$ cat src/design/ahb_pkg.sv
////////////////////
// AHB-Lite subset for single transfers only
// Codeword is 32 data bits plus 7 SECDED check bits
////////////////////
package ahb_pkg;

    typedef enum logic [1:0] {
        IDLE   = 2'b00,
        NONSEQ = 2'b10
    } htrans_e;

    typedef enum logic [2:0] {
        BYTE = 3'b000,
        HALF = 3'b001,
        WORD = 3'b010
    } hsize_e;

    localparam int DATA_W = 32;             // Bus data width
    localparam int ECC_W  = 7;              // Check bits per word
    localparam int HAM_W  = ECC_W - 1;      // Hamming bits below the overall parity
    localparam int CODE_W = DATA_W + ECC_W; // Stored codeword

    // Byte address width for a RAM of the given depth
    // One spare bit on top lets the core reach addresses the RAM rejects
    function automatic int haddr_w(input int words);
        return $clog2(words) + 3;
    endfunction

    // Hamming position of data bit idx
    // Power-of-two slots belong to the check bits
    function automatic logic [HAM_W-1:0] secded_pos(input int idx);
        int cnt;
        logic [HAM_W-1:0] pos;
        cnt = 0;
        pos = '0;
        for (int p = 3; p < CODE_W; p++) begin
            if ((p & (p - 1)) != 0) begin
                if (cnt == idx) begin
                    pos = HAM_W'(p);
                end
                cnt++;
            end
        end
        return pos;
    endfunction

endpackage

$ cat src/design/lsu_pkg.sv
////////////////////
// Core-side operation codes and LSU control encodings
// Op code has store in bit 3 and unsigned in bit 2 with the size in bits 1:0
////////////////////
package lsu_pkg;

    // Core operation
    typedef enum logic [3:0] {
        LB  = 4'b0000,
        LH  = 4'b0001,
        LW  = 4'b0010,
        LBU = 4'b0100,
        LHU = 4'b0101,
        SB  = 4'b1000,
        SH  = 4'b1001,
        SW  = 4'b1010
    } lsu_op_e;

    // Read-modify-write sequence for sub-word stores
    typedef enum logic [1:0] {
        RMW_IDLE  = 2'b00,
        RMW_READ  = 2'b01,  // Aligned word read in flight
        RMW_WRITE = 2'b10   // Merged word going back
    } lsu_rmw_e;

    localparam int OP_STORE_BIT = 3;    // Set for SB, SH and SW

    // Error info returned with every response
    localparam int LSU_EINFO_W = 3;
    localparam int EINFO_ERR   = 0;     // Nonzero syndrome
    localparam int EINFO_CE    = 1;     // Corrected
    localparam int EINFO_UCE   = 2;     // Uncorrectable

endpackage

$ cat src/design/lsu.sv
////////////////////
// Loads read the aligned word. Sub-word stores run a read-modify-write
// Misaligned LH, LW, SH and SW are not trapped and use the aligned word
// Uncorrectable RMW read data is still merged and written back with einfo set
////////////////////
`timescale 1ns/1ps

module lsu #(
    parameter  int RAM_WORDS = 256,
    localparam int ADDR_W    = ahb_pkg::haddr_w(RAM_WORDS)
) (
    input  logic                            s_clk_i,
    input  logic                            arst_n_i,

    input  logic                            req_valid_i,    // Core request
    input  lsu_pkg::lsu_op_e                req_op_i,
    input  logic [ADDR_W-1:0]               req_addr_i,     // Byte address
    input  logic [ahb_pkg::DATA_W-1:0]      req_wdata_i,    // Store data in low lanes
    output logic                            req_ready_o,

    output logic                            rsp_valid_o,    // One per request, in order
    output logic [ahb_pkg::DATA_W-1:0]      rsp_data_o,     // Load result or zero
    output logic [lsu_pkg::LSU_EINFO_W-1:0] rsp_einfo_o,
    output logic                            rsp_buserr_o,

    output logic [ADDR_W-1:0]               haddr_o,        // AHB master
    output ahb_pkg::htrans_e                htrans_o,
    output ahb_pkg::hsize_e                 hsize_o,
    output logic                            hwrite_o,
    output logic [ahb_pkg::DATA_W-1:0]      hwdata_o,
    output logic [ahb_pkg::ECC_W-1:0]       hwcheck_o,
    input  logic [ahb_pkg::DATA_W-1:0]      hrdata_i,
    input  logic [ahb_pkg::ECC_W-1:0]       hrcheck_i,
    input  logic                            hready_i,
    input  logic                            hresp_i
);
    import lsu_pkg::*;
    import ahb_pkg::*;

    lsu_rmw_e          rmw_q;
    lsu_rmw_e          rmw_d;
    logic              req_sub;     // Sub-word store
    logic              ap_req;      // Accepted request drives the address phase
    logic              ap_rmw;      // Write-back address phase of an RMW
    logic              dp_valid;    // Transfer in data phase
    logic              dp_write;
    logic              dp_done;     // Data phase ends this cycle
    lsu_op_e           dp_op;
    logic [ADDR_W-1:0] dp_addr;
    logic [DATA_W-1:0] dp_wdata;    // Lane-aligned store data or merged word
    logic [DATA_W-1:0] wdata_al;
    logic [DATA_W-1:0] merged;
    logic [3:0]        lane_mask;   // Lanes written by the store
    logic [ECC_W-1:0]  rd_check;
    logic [ECC_W-1:0]  rd_syn;
    logic [ECC_W-1:0]  ld_syn;      // Syndrome of the last read
    logic [DATA_W-1:0] ld_data;     // Raw word of the last read
    logic [DATA_W-1:0] fix_data;
    logic [DATA_W-1:0] lane_data;
    logic              fix_ce;
    logic              fix_uce;
    logic              rs_valid;
    logic              rs_buserr;
    lsu_op_e           rs_op;
    logic [1:0]        rs_off;      // Byte offset for extraction

    assign req_sub     = req_op_i[OP_STORE_BIT] & (req_op_i != SW);
    assign req_ready_o = (rmw_q == RMW_IDLE) & hready_i;  // Stalled by RMW or wait state
    assign ap_req      = req_valid_i & req_ready_o;
    assign ap_rmw      = (rmw_q == RMW_WRITE) & ~dp_valid;
    assign dp_done     = dp_valid & hready_i;

    // Every transfer is a full aligned word
    assign htrans_o = (ap_req | ap_rmw) ? NONSEQ : IDLE;
    assign haddr_o  = ap_rmw ? {dp_addr[ADDR_W-1:2], 2'b00}
                             : {req_addr_i[ADDR_W-1:2], 2'b00};
    assign hsize_o  = WORD;
    assign hwrite_o = ap_rmw | (req_op_i == SW);   // RMW starts with a read

    assign wdata_al = req_wdata_i << {req_addr_i[1:0], 3'b000};   // Move to byte lane

    // Write path
    assign hwdata_o = dp_wdata;
    secded_encode i_wr_enc (
        .data_i  (dp_wdata),
        .check_o (hwcheck_o)
    );

    // Read path syndrome
    secded_encode i_rd_enc (
        .data_i  (hrdata_i),
        .check_o (rd_check)
    );
    assign rd_syn = rd_check ^ hrcheck_i;

    // Correction one cycle after the read, used by loads and by the RMW merge
    secded_decode i_dec (
        .data_i     (ld_data),
        .syndrome_i (ld_syn),
        .data_o     (fix_data),
        .ce_o       (fix_ce),
        .uce_o      (fix_uce)
    );

    // New lanes over the corrected old word
    always_comb begin
        case (dp_op)
            SB:      lane_mask = 4'b0001 << dp_addr[1:0];
            SH:      lane_mask = 4'b0011 << dp_addr[1:0];
            default: lane_mask = 4'b1111;
        endcase
        for (int b = 0; b < 4; b++) begin
            merged[8*b +: 8] = lane_mask[b] ? dp_wdata[8*b +: 8] : fix_data[8*b +: 8];
        end
    end

    always_comb begin
        rmw_d = rmw_q;
        case (rmw_q)
            RMW_IDLE: begin
                if (ap_req && req_sub) begin
                    rmw_d = RMW_READ;
                end
            end
            RMW_READ: begin
                if (dp_done) begin
                    rmw_d = hresp_i ? RMW_IDLE : RMW_WRITE;   // Bus error aborts
                end
            end
            RMW_WRITE: begin
                if (dp_done) begin
                    rmw_d = RMW_IDLE;
                end
            end
            default: rmw_d = RMW_IDLE;
        endcase
    end

    always_ff @(posedge s_clk_i or negedge arst_n_i) begin
        if (!arst_n_i) begin
            rmw_q     <= RMW_IDLE;
            dp_valid  <= 1'b0;
            dp_write  <= 1'b0;
            rs_valid  <= 1'b0;
            rs_buserr <= 1'b0;
            ld_syn    <= '0;
        end else begin
            rmw_q <= rmw_d;
            if (hready_i) begin
                dp_valid <= ap_req | ap_rmw;   // Next data phase
                dp_write <= hwrite_o;
            end
            // Successful RMW read is internal and gets no response
            rs_valid <= dp_done & ~((rmw_q == RMW_READ) & ~hresp_i);
            if (dp_done) begin
                rs_buserr <= hresp_i;
                if (!dp_write) begin
                    ld_syn <= hresp_i ? '0 : rd_syn;
                end else if (rmw_q == RMW_IDLE) begin
                    ld_syn <= '0;   // Word store reports clean
                end
                // RMW write keeps the read syndrome for its response
            end
        end
    end

    always_ff @(posedge s_clk_i) begin
        if (ap_req) begin
            dp_op    <= req_op_i;
            dp_addr  <= req_addr_i;
            dp_wdata <= wdata_al;
        end else if (ap_rmw && hready_i) begin
            dp_wdata <= merged;
        end
        if (dp_done && !dp_write) begin
            ld_data <= hrdata_i;
        end
        if (dp_done) begin
            rs_op  <= dp_op;
            rs_off <= dp_addr[1:0];
        end
    end

    // Load extraction with sign or zero extension
    always_comb begin
        lane_data = fix_data >> {rs_off, 3'b000};
        case (rs_op)
            LB:      rsp_data_o = {{24{lane_data[7]}}, lane_data[7:0]};
            LBU:     rsp_data_o = {24'b0, lane_data[7:0]};
            LH:      rsp_data_o = {{16{lane_data[15]}}, lane_data[15:0]};
            LHU:     rsp_data_o = {16'b0, lane_data[15:0]};
            LW:      rsp_data_o = fix_data;
            default: rsp_data_o = '0;   // Stores
        endcase
        if (rs_buserr) begin
            rsp_data_o = '0;
        end
    end

    assign rsp_valid_o             = rs_valid;
    assign rsp_buserr_o            = rs_buserr;
    assign rsp_einfo_o[EINFO_ERR]  = |ld_syn;
    assign rsp_einfo_o[EINFO_CE]   = fix_ce;
    assign rsp_einfo_o[EINFO_UCE]  = fix_uce;

endmodule

$ cat src/design/secded_decode.sv
////////////////////
// Syndrome is encode(data) XOR stored check bits
// Corrects one flipped bit and flags double and unmapped errors as uncorrectable
////////////////////
`timescale 1ns/1ps

module secded_decode (
    input  logic [ahb_pkg::DATA_W-1:0] data_i,      // Raw data as read
    input  logic [ahb_pkg::ECC_W-1:0]  syndrome_i,  // From the read path
    output logic [ahb_pkg::DATA_W-1:0] data_o,      // Corrected data
    output logic                       ce_o,        // Single error fixed
    output logic                       uce_o        // Beyond correction
);
    import ahb_pkg::*;

    logic [HAM_W-1:0]  ham;         // Position of the flipped bit
    logic              odd;         // Odd number of flipped bits
    logic              hit;         // Position is a data bit
    logic              chk_only;    // Position is a check bit or the parity bit
    logic [DATA_W-1:0] flip;        // One-hot correction mask

    assign ham = syndrome_i[HAM_W-1:0];

    // Parity bit syndrome already folds in bits 5:0 so the XOR of all is the codeword parity
    assign odd = ^syndrome_i;

    always_comb begin
        flip = '0;
        for (int d = 0; d < DATA_W; d++) begin
            flip[d] = (secded_pos(d) == ham);
        end
    end

    assign hit      = |flip;
    assign chk_only = ~|(ham & (ham - 1'b1));   // Zero or a power of two

    assign ce_o   = odd & (hit | chk_only);
    assign uce_o  = (syndrome_i != '0) & ~ce_o;   // Even parity or position past 38
    assign data_o = (odd & hit) ? (data_i ^ flip) : data_i;

endmodule

$ cat src/design/secded_encode.sv
////////////////////
// Hamming(39,32) check bits from a data word
// Bit 6 is even parity over the data and check bits 5:0
////////////////////
`timescale 1ns/1ps

module secded_encode (
    input  logic [ahb_pkg::DATA_W-1:0] data_i,     // Word to protect
    output logic [ahb_pkg::ECC_W-1:0]  check_o     // Check bits
);
    import ahb_pkg::*;

    logic [HAM_W-1:0] ham;     // Hamming part

    // Each data bit folds its position into the check bits
    always_comb begin
        ham = '0;
        for (int d = 0; d < DATA_W; d++) begin
            if (data_i[d]) begin
                ham = ham ^ secded_pos(d);
            end
        end
    end

    // Overall parity makes double errors visible
    assign check_o = {(^data_i) ^ (^ham), ham};

endmodule

$ cat config.mk
export PLATFORM = sky130hd
export DESIGN_NAME = lsu
export DESIGN_NICKNAME = d
export VERILOG_FILES = /design/src/design/ahb_pkg.sv /design/src/design/lsu_pkg.sv /design/src/design/lsu.sv /design/src/design/secded_decode.sv /design/src/design/secded_encode.sv
export SDC_FILE = /design/constraint.sdc
export NUM_CORES = 1
export LEC_CHECK = 0
export BUFFER_PORTS_ARGS = -buffer_cell sky130_fd_sc_hd__buf_2
export CAP_MARGIN = 20
export CORE_MARGIN = 5
export CORE_UTILIZATION = 30
export CTS_CLUSTER_SIZE = 28
export DETAILED_ROUTE_END_ITERATION = 16
export GPL_TIMING_DRIVEN = 0
export PLACE_DENSITY = 0.47
export SLEW_MARGIN = 10
export SYNTH_ARGS = -nofsm -noshare
export SYNTH_HDL_FRONTEND = slang
export SYNTH_SLANG_ARGS = --single-unit
$ cat constraint.sdc
create_clock -name s_clk_i -period 2.99 [get_ports s_clk_i]
set_input_delay 0.1495 -clock s_clk_i [delete_from_list [all_inputs] [get_ports s_clk_i]]
set_output_delay 0.1495 -clock s_clk_i [all_outputs]
set_load 0.05 [all_outputs]
# == Word level (Yosys, flattened, before mapping) ==
# Index checks and enable logic that the tools add are counted.
# classes
addsub,1921
n_eq_ne,1972
n_shift,4
n_mux,4114
n_bitwise,84
n_reduce_logical,85
# op_table
cell,n
$mux W32,1988
$add A32 B2 Y32 const B,1920
$eq A32 B6 Y1 const B,992
$eq A32 B5 Y1 const B,496
$eq A32 B4 Y1 const B,248
$mux W5,960
$eq A32 B3 Y1 const B,124
$mux W6,510
$eq A32 B2 Y1 const B,62
$logic_not A32 Y1,62
$mux W4,448
$mux W3,192
$xor A6 B6 Y6,62
$pmux W32 S5,1
$eq A5 B6 Y1 const A,15
$reduce_xor A32 Y1,2
$eq A4 B6 Y1 const A,7
$eq A6 B6 Y1 const A,6
$mux W8,4
$reduce_or A32 Y1,1
$shl A32 B5 Y32,1
$shr A32 B5 Y16,1
$xor A32 B32 Y32,1
$mux W7,3
36 further kinds,74
# word_totals
ff_bits,98
in_bits,91
out_inout_bits,94
word_cells,8195

# == Depth between registers and ports, before layout ==
# depth
depth_word,131
mapped_depth,10
mapped_depth_nobuf,9

# == By module ==
# From an unflattened synthesis, not the netlist that was laid out.
# hier_totals
cells_unflattened,666
area_unflattened_um2,7448.4
# by_module_without_submodules
module,n_inst,cells_per_inst,area_each_um2,seq_area_each_um2
lsu,1,410,5013.6,2877.8
secded_decode,1,142,1087.3,0.0
secded_encode at i_rd_enc,1,56,691.9,0.0
secded_encode at i_wr_enc,1,58,655.6,0.0

# == Worst setup path after synthesis ==
# OpenSTA, ideal clock, no wires.
# synth_path
path_type,register -> register
from,register rmw_q[1]
to,"register dp_wdata[24], in the netlist hwdata_o[24] (enable)"
setup_ns,0.370
t_arrival_ns,3.372
t_required_ns,2.620
setup_slack_ns,-0.753
stages_incl_launch_ff,7
n_path_buf,1
period_less_slack_ns,3.743
path_cell_list,dfrtp_1 nor3b_1 nand2_1 clkinv_1 buf_1 a21oi_1 nor2_1
# synth_via
elab_chain_len,5
elab_cells_between_ends,9
cone_classes,eq/ne: 2; bitwise: 3; reduce/logical: 4
# synth_rtl
element,line_no,rtl
from (decl),lsu.sv:40,lsu_rmw_e rmw_q;
from (signal assigned),lsu.sv:148,rmw_q <= rmw_d;
$logic_not A2 Y1 *,n/a,
$and A1 B1 Y1 *,n/a,
via req_ready_o,lsu.sv:19,"output logic req_ready_o,"
$and A1 B1 Y1 *,n/a,
via ap_req,lsu.sv:43,logic ap_req;
$ne A2 B2 Y1 (no source line) or $reduce_bool A2 Y1 (tied branches),n/a,
$reduce_and A2 Y1 (no source line) *,n/a,
to (signal assigned),lsu.sv:171,dp_wdata <= wdata_al;
to (signal assigned),lsu.sv:173,dp_wdata <= merged;
to (decl),lsu.sv:50,logic [DATA_W-1:0] dp_wdata;
# The timed path passes the listed nets; every way through them passes the cells marked *.
# A chain may end at the register's enable or synchronous reset.

# == Worst setup path after layout ==
# layout_path
from,register ld_syn[3]
to,output rsp_data_o[29] (netlist name)
# layout_via
elab_chain_len,7
elab_cells_between_ends,40
cone_classes,eq/ne: 32; shift: 1; mux: 3; bitwise: 2; reduce/logical: 2
# layout_rtl
element,line_no,rtl
from (decl),lsu.sv:56,logic [ECC_W-1:0] ld_syn;
from (signal assigned),lsu.sv:158,ld_syn <= hresp_i ? '0 : rd_syn;
"$eq A2 B6 Y1, or another cell as far along",n/a,
$reduce_or A32 Y1,n/a,
$and A1 B1 Y1,n/a,
$mux W32 *,n/a,
$shr A32 B5 Y16,n/a,
$pmux W32 S5 *,n/a,
$mux W32 *,n/a,
to (decl),lsu.sv:22,"output logic [ahb_pkg::DATA_W-1:0] rsp_data_o,"
# Mark *: on every way between the ends. The rest lies on a longest branch, timed or not.

==> results.py <==
metrics = {
    "outcome": {
        "status": "finished with violations",
        "violations": "setup timing",
    },
    "timing": {
        "finalCritPeriodShare_pct": 116,
        "finalSetupViolCount": 35,
        "fin_crit_ns": 3.46,
        "fmax_ghz": 0.289,
        "tightest_slew_ns": 0.998,
        "rsz0062_at_grt": "true",
        "fin_skew_ns": 0.00822,
        "timing.hold.ws_ns": 0.0154,
        "slew_headroom_pct": 33.0,
        "setup_slack_ns": -0.470,
        "finalHoldViolCount": 0,
        "slew_violations": 0,
    },
    "worst_setup_path": {
        "worst_setup_path_end_kind": "output port",
        "path_class": "flop to output port",
        "r2r_end": "hwdata_o[2]$_DFFE_PP_",
        "required_ns": 2.84,
        "r2r-start": "ld_syn[2]$_DFFE_PN0P_",
        "cp_max_fo": 7,
        "reg2reg_depth": 16,
        "r2r_slack_ns": -0.26,
        "arrival_ns": 3.31,
        "start_kind": "flop",
    },
    "place": {
        "gp_congestion": 0.936,
        "dpl_cell_area_um2": 9030,
        "hpwl_mm": 21.8,
        "io_buffers": 178,
    },
    "finish": {
        "drive_gt1_share_pct": 43.7,
        "design_area_um2": 11400,
        "layout.area.seq_um2": 2880,
        "area_delta_synth_final_pct": 55.7,
        "nets": 1138,
        "multi_input_area_um2": 5350,
        "n_antenna_cell": 0,
        "nFillCells": 2273,
    },
    "global_route": {
        "grt_pass1_vias": 7042,
        "grt.overflow.total": 0,
        "grt_max_degree": 25,
        "track_usage_pct": 19.7,
        "antenna_found_initial": 0,
        "grt_first_pass_wirelength_mm": 42.5,
    },
    "logic_synthesis": {
        "yosys.area_share.adder_pct": 2.05,
        "synth_area_leaders": "edfxtp_1, xnor2_1, dfrtp_1",
        "synth-edff-count": 85,
        "avgSynthCellArea_um2": 9.88,
        "ys_ff_latch": 98,
        "yosysMostFrequentCell": "xnor2_1",
        "synth_compound_area_share_pct": 16.8,
        "synth_top_area_share_pct": 34.9,
        "synthCells": 740,
        "synthTopCellsByCount": "xnor2_1, edfxtp_1, a21oi_1, nand2_1, nor2_1",
        "synthMuxAreaShare_pct": 4.93,
        "synth_flop_cell": "edfxtp_1",
        "synth-async-reset-ratio_pct": 13.3,
        "yosys.area_share.xor_xnor_pct": 20.2,
        "synthSimpleGateAreaFrac_pct": 12.6,
        "synth_warnings": 0,
        "synth_top_family_by_area": "XOR/XNOR gates",
        "synth_top_area_cell": "edfxtp_1",
        "syn_area_um2": 7310,
        "synth_cell_types": 67,
        "ys_seq_area_share_pct": 39.3,
    },
    "clock_network": {
        "cts_tree": "built",
        "clockBufferDepth": 2,
        "cts.htree.levels": 3,
        "tritoncts.num_buffers": 9,
        "clock_latency_ns": 0.36,
        "clkSlewWorstSetupHoldPaths_ns": 0.06,
        "clock-sinks": 98,
        "clockRootBuffer": "clkbuf_16",
    },
    "routing": {
        "routed_wl_mm": 28.3,
        "dr_total_vias": 6960,
        "routed_via_density": 5.10,
        "ant_nets": 0,
        "wire_per_inst_um": 20.8,
        "drc": 0,
        "first_pass_iters": 5,
        "drt_iter0_markers": 457,
    },
    "hold_path": {
        "hold_class": "input port to flop",
        "hold_end": "ld_data[24]$_DFFE_PP_",
        "hold_start": "hrdata_i[24]",
        "whs_path_depth": 1,
    },
    "floorplan": {
        "io-pin-count": 185,
        "start_util_pct": 30.3,
        "dieArea_um2": 27600,
        "core_um2": 24200,
        "num_rows": 57,
        "die_x_um": 166,
        "die_height_um": 166,
    },
    "pwr": {
        "power.density_nw_per_um2": 861,
        "ir_drop_uv": 866,
        "leakage_nw": 4.19,
    },
    "flow_run": {
        "drv_cap": 0,
    },
}
==> repair_timing <==
item / 4_1_cts / 5_1_grt
resized for setup: 193 / 74
cloned: 2 / 1
endpoints found under the setup margin: 41 / 44
pin swaps: 30 / 50
hold buffers: 22 / 0
hold endpoints to repair: 34 / 0
setup buffers: 54 / 30
==> cell usage in the layout, fill, tap and decap left out, types with 10 or more instances in the layout <==
cell type	instances
nand2b_1	14
nand2_1	45
dfrtp_1	12
nor3_1	17
mux2i_1	17
mux2_2	12
nor2b_1	10
xor2_1	20
xnor2_1	106
edfxtp_1	85
dlygate4sd3_1	22
a21oi_1	46
nor2_1	33
buf_6	50
o21ai_0	23
a31oi_4	20
clkbuf_16	10
xnor2_2	16
buf_2	148
clkbuf_1	21
buf_4	71
==> registers in the layout (all words and copies together) (netlist names), 2 cells and up <==
register and count:
hwdata_o 32, dp_op 4, ld_data 32, ld_syn 7, dp_addr 11, rs_off 2
rmw_q 2, rs_op 4
==> worst max-delay path, stage by stage (launching register included) <==
cell and delay, ns:
dfrtp_1 0.41, inv_2 0.11, ha_4 0.23, xor2_4 0.17, buf_6 0.15, xnor2_4 0.27
nand4_1 0.20, xnor2_2 0.22, mux4_2 0.53, nand3_4 0.19, buf_4 0.16, a31oi_2 0.11
buf_6 0.20
==> kinds of logic after synthesis <==
group	after synthesis
other cells	2
fa+ha+maj	12
xor+xnor	162
simple gates	184
flops	98
buf+inv	63
mux	32
compound gates	187
==> metrics by stage <==
step                std cells  total power, mW  util [%]  TNS (ns)  worst slack [ns]
floorplan                 744             5.04         -     -1.02            -0.244
global placement         1246             6.12      37.1    -26.57             -1.01
detailed placement       1248             6.12      37.3    -21.64            -0.797
CTS                      1340             8.81      45.1    -12.54            -0.452
global route             1364             10.3      47.1    -17.60            -0.577
finish                   1364             9.81      47.1    -13.91            -0.470
==> how the worst max path moves through the flow <==
stage          cells past startpoint  slack [ns]                   from              to
5_1_grt                           12       -0.58  ld_syn[3]$_DFFE_PN0P_   rsp_data_o[8]
3_5_place_dp                      11       -0.80  ld_syn[2]$_DFFE_PN0P_  rsp_data_o[24]
6_report                          12       -0.47  ld_syn[3]$_DFFE_PN0P_  rsp_data_o[29]
3_3_place_gp                       5       -1.01     rs_op[0]$_DFFE_PP_  rsp_data_o[12]
4_1_cts                           12       -0.45  ld_syn[2]$_DFFE_PN0P_  rsp_data_o[18]
2_1_floorplan                      9       -0.24  ld_syn[2]$_DFFE_PN0P_  rsp_data_o[19]
==> where the power goes <==
group          switching, mW  internal [mW]
sequential             0.165           1.68
clock                  0.521          0.674
combinational           3.85           2.93
==> per-layer routing <==
layer  share of wire, %  vias up  track usage, %  routed length, um
met1                 45     3327            27.5              12800
met3                5.7       54            3.09               1610
met2                 47      301            32.1              13200
li1                   -     3278               -                  -
met5                  0        -               0                  0
met4                2.5        0            5.09                699
==> area by class of cell <==
type                       instances  share of cell area (%)
multi-input combinational        583                    47.0
sequential                        98                    25.3
timing repair buffer             286                    18.6
tap                              324                    3.56
buffer                            42                    2.43
clock buffer                      12                    2.16
inverter                          15                   0.593
clock inverter                     4                   0.450
No activity file was read; power rests on OpenSTA's default activity.
